==> config.mk <==
export PLATFORM = sky130hd
export DESIGN_NAME = esfaBenchmark
export DESIGN_NICKNAME = d
export VERILOG_FILES = /design/src/rtl/esfaPkg.sv /design/src/rtl/benchmarkRunner.sv /design/src/rtl/esfaBenchmark.sv /design/src/rtl/esfaStore.sv /design/src/rtl/programStore.sv
export VERILOG_INCLUDE_DIRS = /design/src /design/src/include
export SDC_FILE = /design/constraint.sdc
export NUM_CORES = 2
export LEC_CHECK = 0
export BUFFER_PORTS_ARGS = -buffer_cell sky130_fd_sc_hd__buf_4
export CAP_MARGIN = 40
export CORE_MARGIN = 5
export CORE_UTILIZATION = 58
export DETAILED_ROUTE_END_ITERATION = 16
export HOLD_SLACK_MARGIN = 0.1
export PLACE_DENSITY = 0.83
export SLEW_MARGIN = 20
export SYNTH_ARGS = -nofsm -noshare
export SYNTH_HDL_FRONTEND = slang
export SYNTH_MEMORY_MAX_BITS = 65536
export SYNTH_SLANG_ARGS = --single-unit
==> constraint.sdc <==
create_clock -name clk -period 10 [get_ports clk]
set_clock_uncertainty 0.2 [all_clocks]
set_input_delay 2 -clock clk [delete_from_list [all_inputs] [get_ports clk]]
set_output_delay 2 -clock clk [all_outputs]
set_load 0.01 [all_outputs]
==> src/include/esfa_defs.svh <==
`ifndef ESFA_DEFS_SVH
`define ESFA_DEFS_SVH

////////////////////////////////////////////////////////////
// Store geometry
////////////////////////////////////////////////////////////

// Arrays addressable by handle
`define ESFA_HANDLES 4

// 8-bit entries in each array
`define ESFA_ENTRIES 16

////////////////////////////////////////////////////////////
// Program memory
////////////////////////////////////////////////////////////

// One 64-bit word per address
`define PROGRAM_DEPTH 64
`define PROGRAM_ADDR_WIDTH 6

`endif

==> src/rtl/esfaPkg.sv <==
package esfaPkg;

  ////////////////////////////////////////////////////////////
  // Encodings
  ////////////////////////////////////////////////////////////

  // Store operations, opWrite and opClear mutate
  typedef enum logic [7:0] {
    opWrite = 8'h00,
    opClear = 8'h01,
    opRead  = 8'h02,
    opFind  = 8'h03,
    opCount = 8'h04
  } esfaOpT;

  typedef enum logic [1:0] {
    stateIdle,
    stateFetch,
    stateApply,
    stateCheck
  } runnerStateT;

  ////////////////////////////////////////////////////////////
  // Bundles
  ////////////////////////////////////////////////////////////

  // One program word, flags in the low byte
  typedef struct packed {
    logic [15:0] spareHigh;
    logic [7:0]  expectedValue;
    esfaOpT      selector;
    logic [7:0]  newValue;
    logic [7:0]  newIndex;
    logic [7:0]  handle;
    logic [4:0]  spareLow;
    logic        endOfProgram;
    logic        expectedBool;
    logic        isMutating;
  } programWordT;

  typedef struct packed {
    logic [7:0] handle;
    logic [7:0] index;
    logic [7:0] value;
    esfaOpT     op;
    logic       valid;
  } esfaRequestT;

  typedef struct packed {
    logic       flag;
    logic [7:0] value;
  } esfaResultT;

endpackage

==> src/rtl/benchmarkRunner.sv <==
`timescale 1ns/100ps

`include "esfa_defs.svh"

module benchmarkRunner (
  input  logic                           clk,
  input  logic                           reset,
  input  logic                           doRun,
  output logic [`PROGRAM_ADDR_WIDTH-1:0] readAddress,
  input  esfaPkg::programWordT           readWord,
  output esfaPkg::esfaRequestT           request,
  input  esfaPkg::esfaResultT            result,
  output logic                           isRunning,
  output logic                           wasSuccessful,
  output logic [`PROGRAM_ADDR_WIDTH-1:0] failStep
);

  import esfaPkg::*;

  runnerStateT state;

  // Set by a start, cleared once doRun drops
  logic       runHeld;
  logic       startRun;
  logic       stepMutating;
  esfaResultT stepExpected;
  logic       stepFailed;

  assign startRun = (state == stateIdle) && doRun && !runHeld;

  // Flag or value mismatch fails a query step
  assign stepFailed = !stepMutating && (result != stepExpected);

  // Request straight from the fetched word
  // no store access for the end word
  always_comb begin
    request.handle = readWord.handle;
    request.index  = readWord.newIndex;
    request.value  = readWord.newValue;
    request.op     = readWord.selector;
    request.valid  = (state == stateApply) && !readWord.endOfProgram;
  end

  // Expectations kept for the check cycle
  always_ff @(posedge clk) begin
    if (state == stateApply) begin
      stepMutating       <= readWord.isMutating;
      stepExpected.flag  <= readWord.expectedBool;
      stepExpected.value <= readWord.expectedValue;
    end
  end

  ////////////////////////////////////////////////////////////
  // Step sequencer
  ////////////////////////////////////////////////////////////

  always_ff @(posedge clk) begin
    if (!reset) begin
      state         <= stateIdle;
      readAddress   <= '0;
      isRunning     <= 1'b0;
      wasSuccessful <= 1'b1;
      failStep      <= '0;
      runHeld       <= 1'b0;
    end else begin
      if (!doRun) begin
        runHeld <= 1'b0;
      end
      case (state)
        stateIdle: begin
          if (startRun) begin
            runHeld       <= 1'b1;
            state         <= stateFetch;
            readAddress   <= '0;
            isRunning     <= 1'b1;
            wasSuccessful <= 1'b1;
            failStep      <= '0;
          end
        end
        stateFetch: state <= stateApply;
        stateApply: begin
          if (readWord.endOfProgram) begin
            state     <= stateIdle;
            isRunning <= 1'b0;
          end else begin
            state <= stateCheck;
          end
        end
        stateCheck: begin
          if (stepFailed) begin
            state         <= stateIdle;
            isRunning     <= 1'b0;
            wasSuccessful <= 1'b0;
            failStep      <= readAddress;
          end else begin
            readAddress <= readAddress + 1'b1;
            state       <= stateFetch;
          end
        end
        default: state <= stateIdle;
      endcase
    end
  end

endmodule

==> src/rtl/esfaBenchmark.sv <==
`timescale 1ns/100ps

`include "esfa_defs.svh"

module esfaBenchmark (
  input  logic                           clk,
  input  logic                           reset,
  input  logic                           load,
  input  logic [`PROGRAM_ADDR_WIDTH-1:0] loadAddress,
  input  esfaPkg::programWordT           loadWord,
  input  logic                           doRun,
  output logic                           isRunning,
  output logic                           wasSuccessful,
  output logic [`PROGRAM_ADDR_WIDTH-1:0] failStep
);

  import esfaPkg::*;

  logic [`PROGRAM_ADDR_WIDTH-1:0] readAddress;
  programWordT                    readWord;
  esfaRequestT                    request;
  esfaResultT                     result;

  // Program words, loaded from outside while idle
  programStore programMemory (
    .clk        (clk),
    .load       (load),
    .loadAddress(loadAddress),
    .loadWord   (loadWord),
    .readAddress(readAddress),
    .readWord   (readWord)
  );

  esfaStore store (
    .clk    (clk),
    .reset  (reset),
    .request(request),
    .result (result)
  );

  // Fetch, apply, check per word
  benchmarkRunner runner (
    .clk          (clk),
    .reset        (reset),
    .doRun        (doRun),
    .readAddress  (readAddress),
    .readWord     (readWord),
    .request      (request),
    .result       (result),
    .isRunning    (isRunning),
    .wasSuccessful(wasSuccessful),
    .failStep     (failStep)
  );

endmodule

==> src/rtl/esfaStore.sv <==
`timescale 1ns/100ps

`include "esfa_defs.svh"

module esfaStore (
  input  logic                 clk,
  input  logic                 reset,
  input  esfaPkg::esfaRequestT request,
  output esfaPkg::esfaResultT  result
);

  import esfaPkg::*;

  localparam int HandleBits = $clog2(`ESFA_HANDLES);
  localparam int IndexBits  = $clog2(`ESFA_ENTRIES);
  localparam int CountBits  = $clog2(`ESFA_ENTRIES + 1);

  // One packed row of entries per handle
  logic [`ESFA_ENTRIES-1:0][7:0] entries [`ESFA_HANDLES];
  logic [CountBits-1:0]          counts  [`ESFA_HANDLES];

  logic [HandleBits-1:0]         selHandle;
  logic [IndexBits-1:0]          selIndex;
  logic [`ESFA_ENTRIES-1:0][7:0] handleRow;
  logic [7:0]                    oldEntry;
  logic                          entryWasSet;
  logic                          entryWillSet;
  logic                          findHit;
  logic [7:0]                    findIndex;

  // Higher handle and index bits are ignored
  assign selHandle = request.handle[HandleBits-1:0];
  assign selIndex  = request.index[IndexBits-1:0];

  assign handleRow = entries[selHandle];
  assign oldEntry  = handleRow[selIndex];

  // Zero/nonzero transition of the written entry
  assign entryWasSet  = (oldEntry != 8'd0);
  assign entryWillSet = (request.value != 8'd0);

  ////////////////////////////////////////////////////////////
  // Find
  ////////////////////////////////////////////////////////////

  // Scan from the top down so the lowest match wins
  always_comb begin
    findHit   = 1'b0;
    findIndex = 8'hFF;
    for (int i = `ESFA_ENTRIES - 1; i >= 0; i--) begin
      if (handleRow[i] == request.value) begin
        findHit   = 1'b1;
        findIndex = 8'(i);
      end
    end
  end

  ////////////////////////////////////////////////////////////
  // Mutations
  ////////////////////////////////////////////////////////////

  always_ff @(posedge clk) begin
    if (!reset) begin
      for (int h = 0; h < `ESFA_HANDLES; h++) begin
        entries[h] <= '0;
        counts[h]  <= '0;
      end
    end else if (request.valid) begin
      case (request.op)
        opWrite: begin
          entries[selHandle][selIndex] <= request.value;
          // Count moves only on a zero/nonzero change
          if (!entryWasSet && entryWillSet) begin
            counts[selHandle] <= counts[selHandle] + 1'b1;
          end else if (entryWasSet && !entryWillSet) begin
            counts[selHandle] <= counts[selHandle] - 1'b1;
          end
        end
        opClear: begin
          entries[selHandle] <= '0;
          counts[selHandle]  <= '0;
        end
        default: begin
        end
      endcase
    end
  end

  ////////////////////////////////////////////////////////////
  // Query result
  ////////////////////////////////////////////////////////////

  // Holds between queries, mutations leave it alone
  always_ff @(posedge clk) begin
    if (request.valid) begin
      case (request.op)
        opRead: begin
          result.flag  <= entryWasSet;
          result.value <= oldEntry;
        end
        opFind: begin
          result.flag  <= findHit;
          result.value <= findIndex;
        end
        opCount: begin
          result.flag  <= (counts[selHandle] != '0);
          result.value <= 8'(counts[selHandle]);
        end
        default: begin
        end
      endcase
    end
  end

endmodule

==> src/rtl/programStore.sv <==
`timescale 1ns/100ps

`include "esfa_defs.svh"

module programStore (
  input  logic                           clk,
  input  logic                           load,
  input  logic [`PROGRAM_ADDR_WIDTH-1:0] loadAddress,
  input  esfaPkg::programWordT           loadWord,
  input  logic [`PROGRAM_ADDR_WIDTH-1:0] readAddress,
  output esfaPkg::programWordT           readWord
);

  import esfaPkg::*;

  ////////////////////////////////////////////////////////////
  // Word array
  ////////////////////////////////////////////////////////////

  // Contents come only from loading
  programWordT words [`PROGRAM_DEPTH];

  // Load port, used while the runner is idle
  always_ff @(posedge clk) begin
    if (load) begin
      words[loadAddress] <= loadWord;
    end
  end

  ////////////////////////////////////////////////////////////
  // Read port
  ////////////////////////////////////////////////////////////

  // Registered read
  // address in fetch, word visible in apply
  always_ff @(posedge clk) begin
    readWord <= words[readAddress];
  end

endmodule

==> results by group <==
Run status
  • Result of the run: completed

Setup path
  • Worst reg2reg endpoint: store.counts[2][4]
  • Worst flop-to-flop path startpoint: programMemory.readWord[9]
  • Arrival time at the worst endpoint: ~6900 ps
  • Startpoint types: flop
  • Crit-path most repeated cell: sky130_fd_sc_hd__nor3_1
  • Path type of the worst setup path: flop to flop
  • Crit path max fanout: approximately 50
  • CP Capture Type: flop
  • Ordered cell list for the critical path: buf_4, mux4_1, mux4_2, o31a_1, nor4_1, nand4bb_1, nor4_4, nor3_1, fa_1, a21o_1, a21oi_1, xnor2_1, and2_1, mux2i_1, nor3_1
  • Worst path top cell family by delay: simple AND/OR/NAND/NOR gates
  • Worst-case reg-to-reg path depth: 15
  • Reg-to-reg slack, setup: around 3400 ps
  • Critical-path cell with the highest stage delay: sky130_fd_sc_hd__dfxtp_4
  • Crit path required time: 10390 ps
  • Crit path buffers/inverters: 1
  • Highest cell delay on the worst timing path: a little under 800 ps

Clock network
  • Clock tree from TritonCTS: done
  • Number of setup buffers added after CTS: 0
  • Root Buffer Master: sky130_fd_sc_hd__clkbuf_16
  • Hold Buf Count CTS: 0
  • TritonCTS Buffers: 239
  • Maximum clock insertion buffer count: 3
  • CTS H-Tree Depth: 4
  • # resized after CTS: 0
  • Insertion delay to the later sink of the worst-skew pair: between 900 and 1000 ps
  • Clock transition at the register clock pins on the worst setup and hold paths after CTS: approximately 70 ps
  • Number of sinks on the clock net: 2713

Placed design
  • Number of placed instances, taps included: 7353
  • Total half-perimeter wirelength after legalization and detailed placement: 155000 um
  • Post-place instance area: between 100000 and 150000 um^2
  • Number of input and output port buffers inserted: 50
  • Worst slack at placement: 4030 ps
  • GP Congestion: between 0.9 and 1

Finish
  • Non-filler instance count after layout: 7846
  • # nets final: 5234
  • Design area: 119000 um^2
  • Most common cell after layout, fill and taps aside: sky130_fd_sc_hd__edfxtp_1
  • Number of inserted filler cells in the final layout: 10600
  • Most used cells in the layout excluding fill and tap cells: 2663 x sky130_fd_sc_hd__edfxtp_1, 828 x sky130_fd_sc_hd__mux4_2, 436 x sky130_fd_sc_hd__nor2_1
  • Proportion of layout cells with a drive suffix above 1: roughly 28%
  • Synth-to-layout area growth: 11.5%

Global route
  • Busiest layer in global routing: met2
  • Pin count of the biggest net entering global routing: roughly 140
  • Global-route wire length before repair: 450000 um
  • Overflow left after global routing: 0
  • Met3 demand-to-capacity share in global routing: 8.79%
  • Met2 capacity usage during global routing: 54.9%
  • Total GRT Usage: 33.4%
  • Met1 usage in global routing: roughly 40%
  • Initial antenna violation count: 32
  • Vias in the first global route: 58300

Synthesis
  • Library cells used by synthesis: between 60 and 70
  • Register area share after synthesis: 75.7%
  • Area contributors post-synth: sky130_fd_sc_hd__edfxtp_1 75%, sky130_fd_sc_hd__mux4_2 17%, sky130_fd_sc_hd__nor2_1 1.8%
  • Synthesis warning total: 0
  • Cell area after synthesis: 107000 um^2
  • Cells after synthesis: ~5000
  • Fraction of post-synthesis cell area in the top cell type by area: roughly 75%
  • Number of synthesized flops with an enable pin: 2663
  • Async set-or-reset flop fraction in the synthesized netlist: 0%
  • Mean instance size in the synthesized netlist: 21.4 um^2
  • #FFs+latches synth: between 2000 and 3000
  • Primary flip-flop cell chosen by synthesis mapping: sky130_fd_sc_hd__edfxtp_1
  • Nets in the synthesized netlist: 5072
  • Area leader, netlist: sky130_fd_sc_hd__edfxtp_1

Drt
  • Detailed-route wire length: 322000 um
  • Iter 0 DRT Violations: 11600
  • Total vias in the final route: a little under 60000
  • Drt via density: 7.48
  • 1st-pass router iterations: 8
  • Antenna-violating nets left: 0
  • Per-cell routed wire length: 41.1 um
  • Remaining design rule violation count: 0

Floorplanning
  • IO Pins: 82
  • Width of the die: ~440 um
  • Die Footprint: 193000 um^2
  • Initial Utilization: 58.3%
  • Cell Rows: 157
  • Die Y: 439 um
  • Core Area: 183000 um^2

STA
  • Setup Total Neg Slack: 0 ps
  • Worst path setup slack after routing: 3450 ps
  • Share of the clock period used by the worst path: 65.5%
  • Pins Over Slew Limit: 0
  • Tightest slew margin relative to the limit: 24.2%
  • Period minus WS final: 6550 ps
  • Hold violation total from the final report: 0
  • Hold slack: 209 ps
  • Worst Max-Slew Pin Slew: 1140 ps
  • Finish-stage setup viols: 0
  • Peak clock frequency supported by timing: 153 MHz
  • RSZ-0062 raised after global routing: no

Worst hold path
  • Endpoint of the worst hold path: runner.stepExpected[1]
  • Cell depth of the worst min-delay path: 0
  • Worst hold-check path type: flop to flop
  • Min-delay src: programMemory.readWord[41]

Power
  • IR drop worst, VDD: 0.248 mV
  • Pwr Density: 191 nW/um^2
  • Leak pwr: between 30 and 40 nW

Run
  • Reported max-cap violation count: 0
==> sequential cells by signal, summed over array words and instances, names as in the netlist <==
signal and flops:
programMemory.words 2112, store.entries 512, programMemory.readWord 33, store.counts 20
runner.stepExpected 9, store.result 9, runner.failStep 6, runner.readAddress 6
runner.state 2, runner.isRunning 1, runner.runHeld 1, runner.stepMutating 1
runner.wasSuccessful 1
==> power by group <==
group | switching, mW | internal [mW] | leakage (nW)
Clock | 4.51 | 5.11 | 3.83
Combinational | 0.364 | 0.138 | 7.18
Sequential | 0.0578 | 12.6 | 25.1
==> metal layers <==
metal	vias to the layer above	wire length, um	part of all wire, %
li1	21000	-	-
met1	29600	96000	30
met2	6694	159000	49
met3	1449	43600	14
met4	16	23300	7.2
met5	-	145	0.045
==> stage by stage <==
| step | power [mW] | utilization (%) |
|---|---|---|
| finish | 22.8 | 65.1 |
| global route | 23.3 | 65.0 |
| floorplan | 13.1 | - |
| global placement | 13.3 | 60.4 |
| detailed placement | 13.4 | 60.6 |
| CTS | 22.7 | 64.8 |
==> worst max path at each step <==
| stage | from | cells past startpoint | slack, ps | end |
|---|---|---|---|---|
| final | programMemory.readWord[9] | 15 | 3450 | store.counts[2][4] |
| after floorplan | reset | 12 | 5090 | store.counts[0][4] |
| after global placement | programMemory.readWord[9] | 15 | 4090 | store.counts[3][4] |
| after CTS | programMemory.readWord[9] | 15 | 3650 | store.counts[2][4] |
| after detailed placement | programMemory.readWord[9] | 15 | 4030 | store.counts[0][4] |
| after global routing | programMemory.readWord[9] | 15 | 3410 | store.counts[2][4] |
==> kinds of logic (layout without fill, tap and decap cells) <==
group / Yosys count / in the layout / share of synthesized area (%)
flip-flops: 2713 / 2713 / 75.7
buffers and inverters: 310 / 681 / 1.17
AO/OA/AOI/OAI: 154 / 154 / 0.967
adder cells (fa/ha/maj): 5 / 5 / 0.0655
other: 0 / 18 / 0
multiplexers: 840 / 840 / 17.6
XOR/XNOR: 145 / 145 / 1.19
AND/OR/NAND/NOR: 826 / 826 / 3.29
==> cell type report <==
| class | instances | area, um^2 | area share, % |
|---|---|---|---|
| clock buffers | 306 | 6460 | 5.42 |
| multi-input cells | 1970 | 25200 | 21.1 |
| diodes | 18 | 45.0 | 0.0378 |
| clock inverters | 144 | 1310 | 1.10 |
| inverters | 14 | 52.6 | 0.0441 |
| well taps | 2464 | 3080 | 2.59 |
| flip-flops and latches | 2713 | 81000 | 67.9 |
| repair buffers | 217 | 2080 | 1.75 |
==> cell usage after synthesis (5+ instances only) <==
cell,instances
sky130_fd_sc_hd__mux2_2,7
sky130_fd_sc_hd__nor4_1,18
sky130_fd_sc_hd__mux4_2,828
sky130_fd_sc_hd__a21oi_1,44
sky130_fd_sc_hd__edfxtp_1,2663
sky130_fd_sc_hd__nand4_1,33
sky130_fd_sc_hd__a22oi_1,39
sky130_fd_sc_hd__buf_2,15
sky130_fd_sc_hd__nor2b_1,28
sky130_fd_sc_hd__dfxtp_1,50
sky130_fd_sc_hd__buf_4,5
sky130_fd_sc_hd__a211oi_1,5
sky130_fd_sc_hd__and2_1,6
sky130_fd_sc_hd__o21ai_0,11
sky130_fd_sc_hd__a32oi_1,5
sky130_fd_sc_hd__nand3_1,20
sky130_fd_sc_hd__clkbuf_1,200
sky130_fd_sc_hd__buf_1,69
sky130_fd_sc_hd__nor2_1,502
sky130_fd_sc_hd__o21ai_1,5
sky130_fd_sc_hd__nor3_1,24
sky130_fd_sc_hd__xnor2_1,118
sky130_fd_sc_hd__inv_1,14
sky130_fd_sc_hd__xor2_1,26
sky130_fd_sc_hd__buf_6,7
sky130_fd_sc_hd__nand2b_1,18
sky130_fd_sc_hd__nand2_1,153
sky130_fd_sc_hd__a21o_1,5
(Power assumes the default switching activity.)
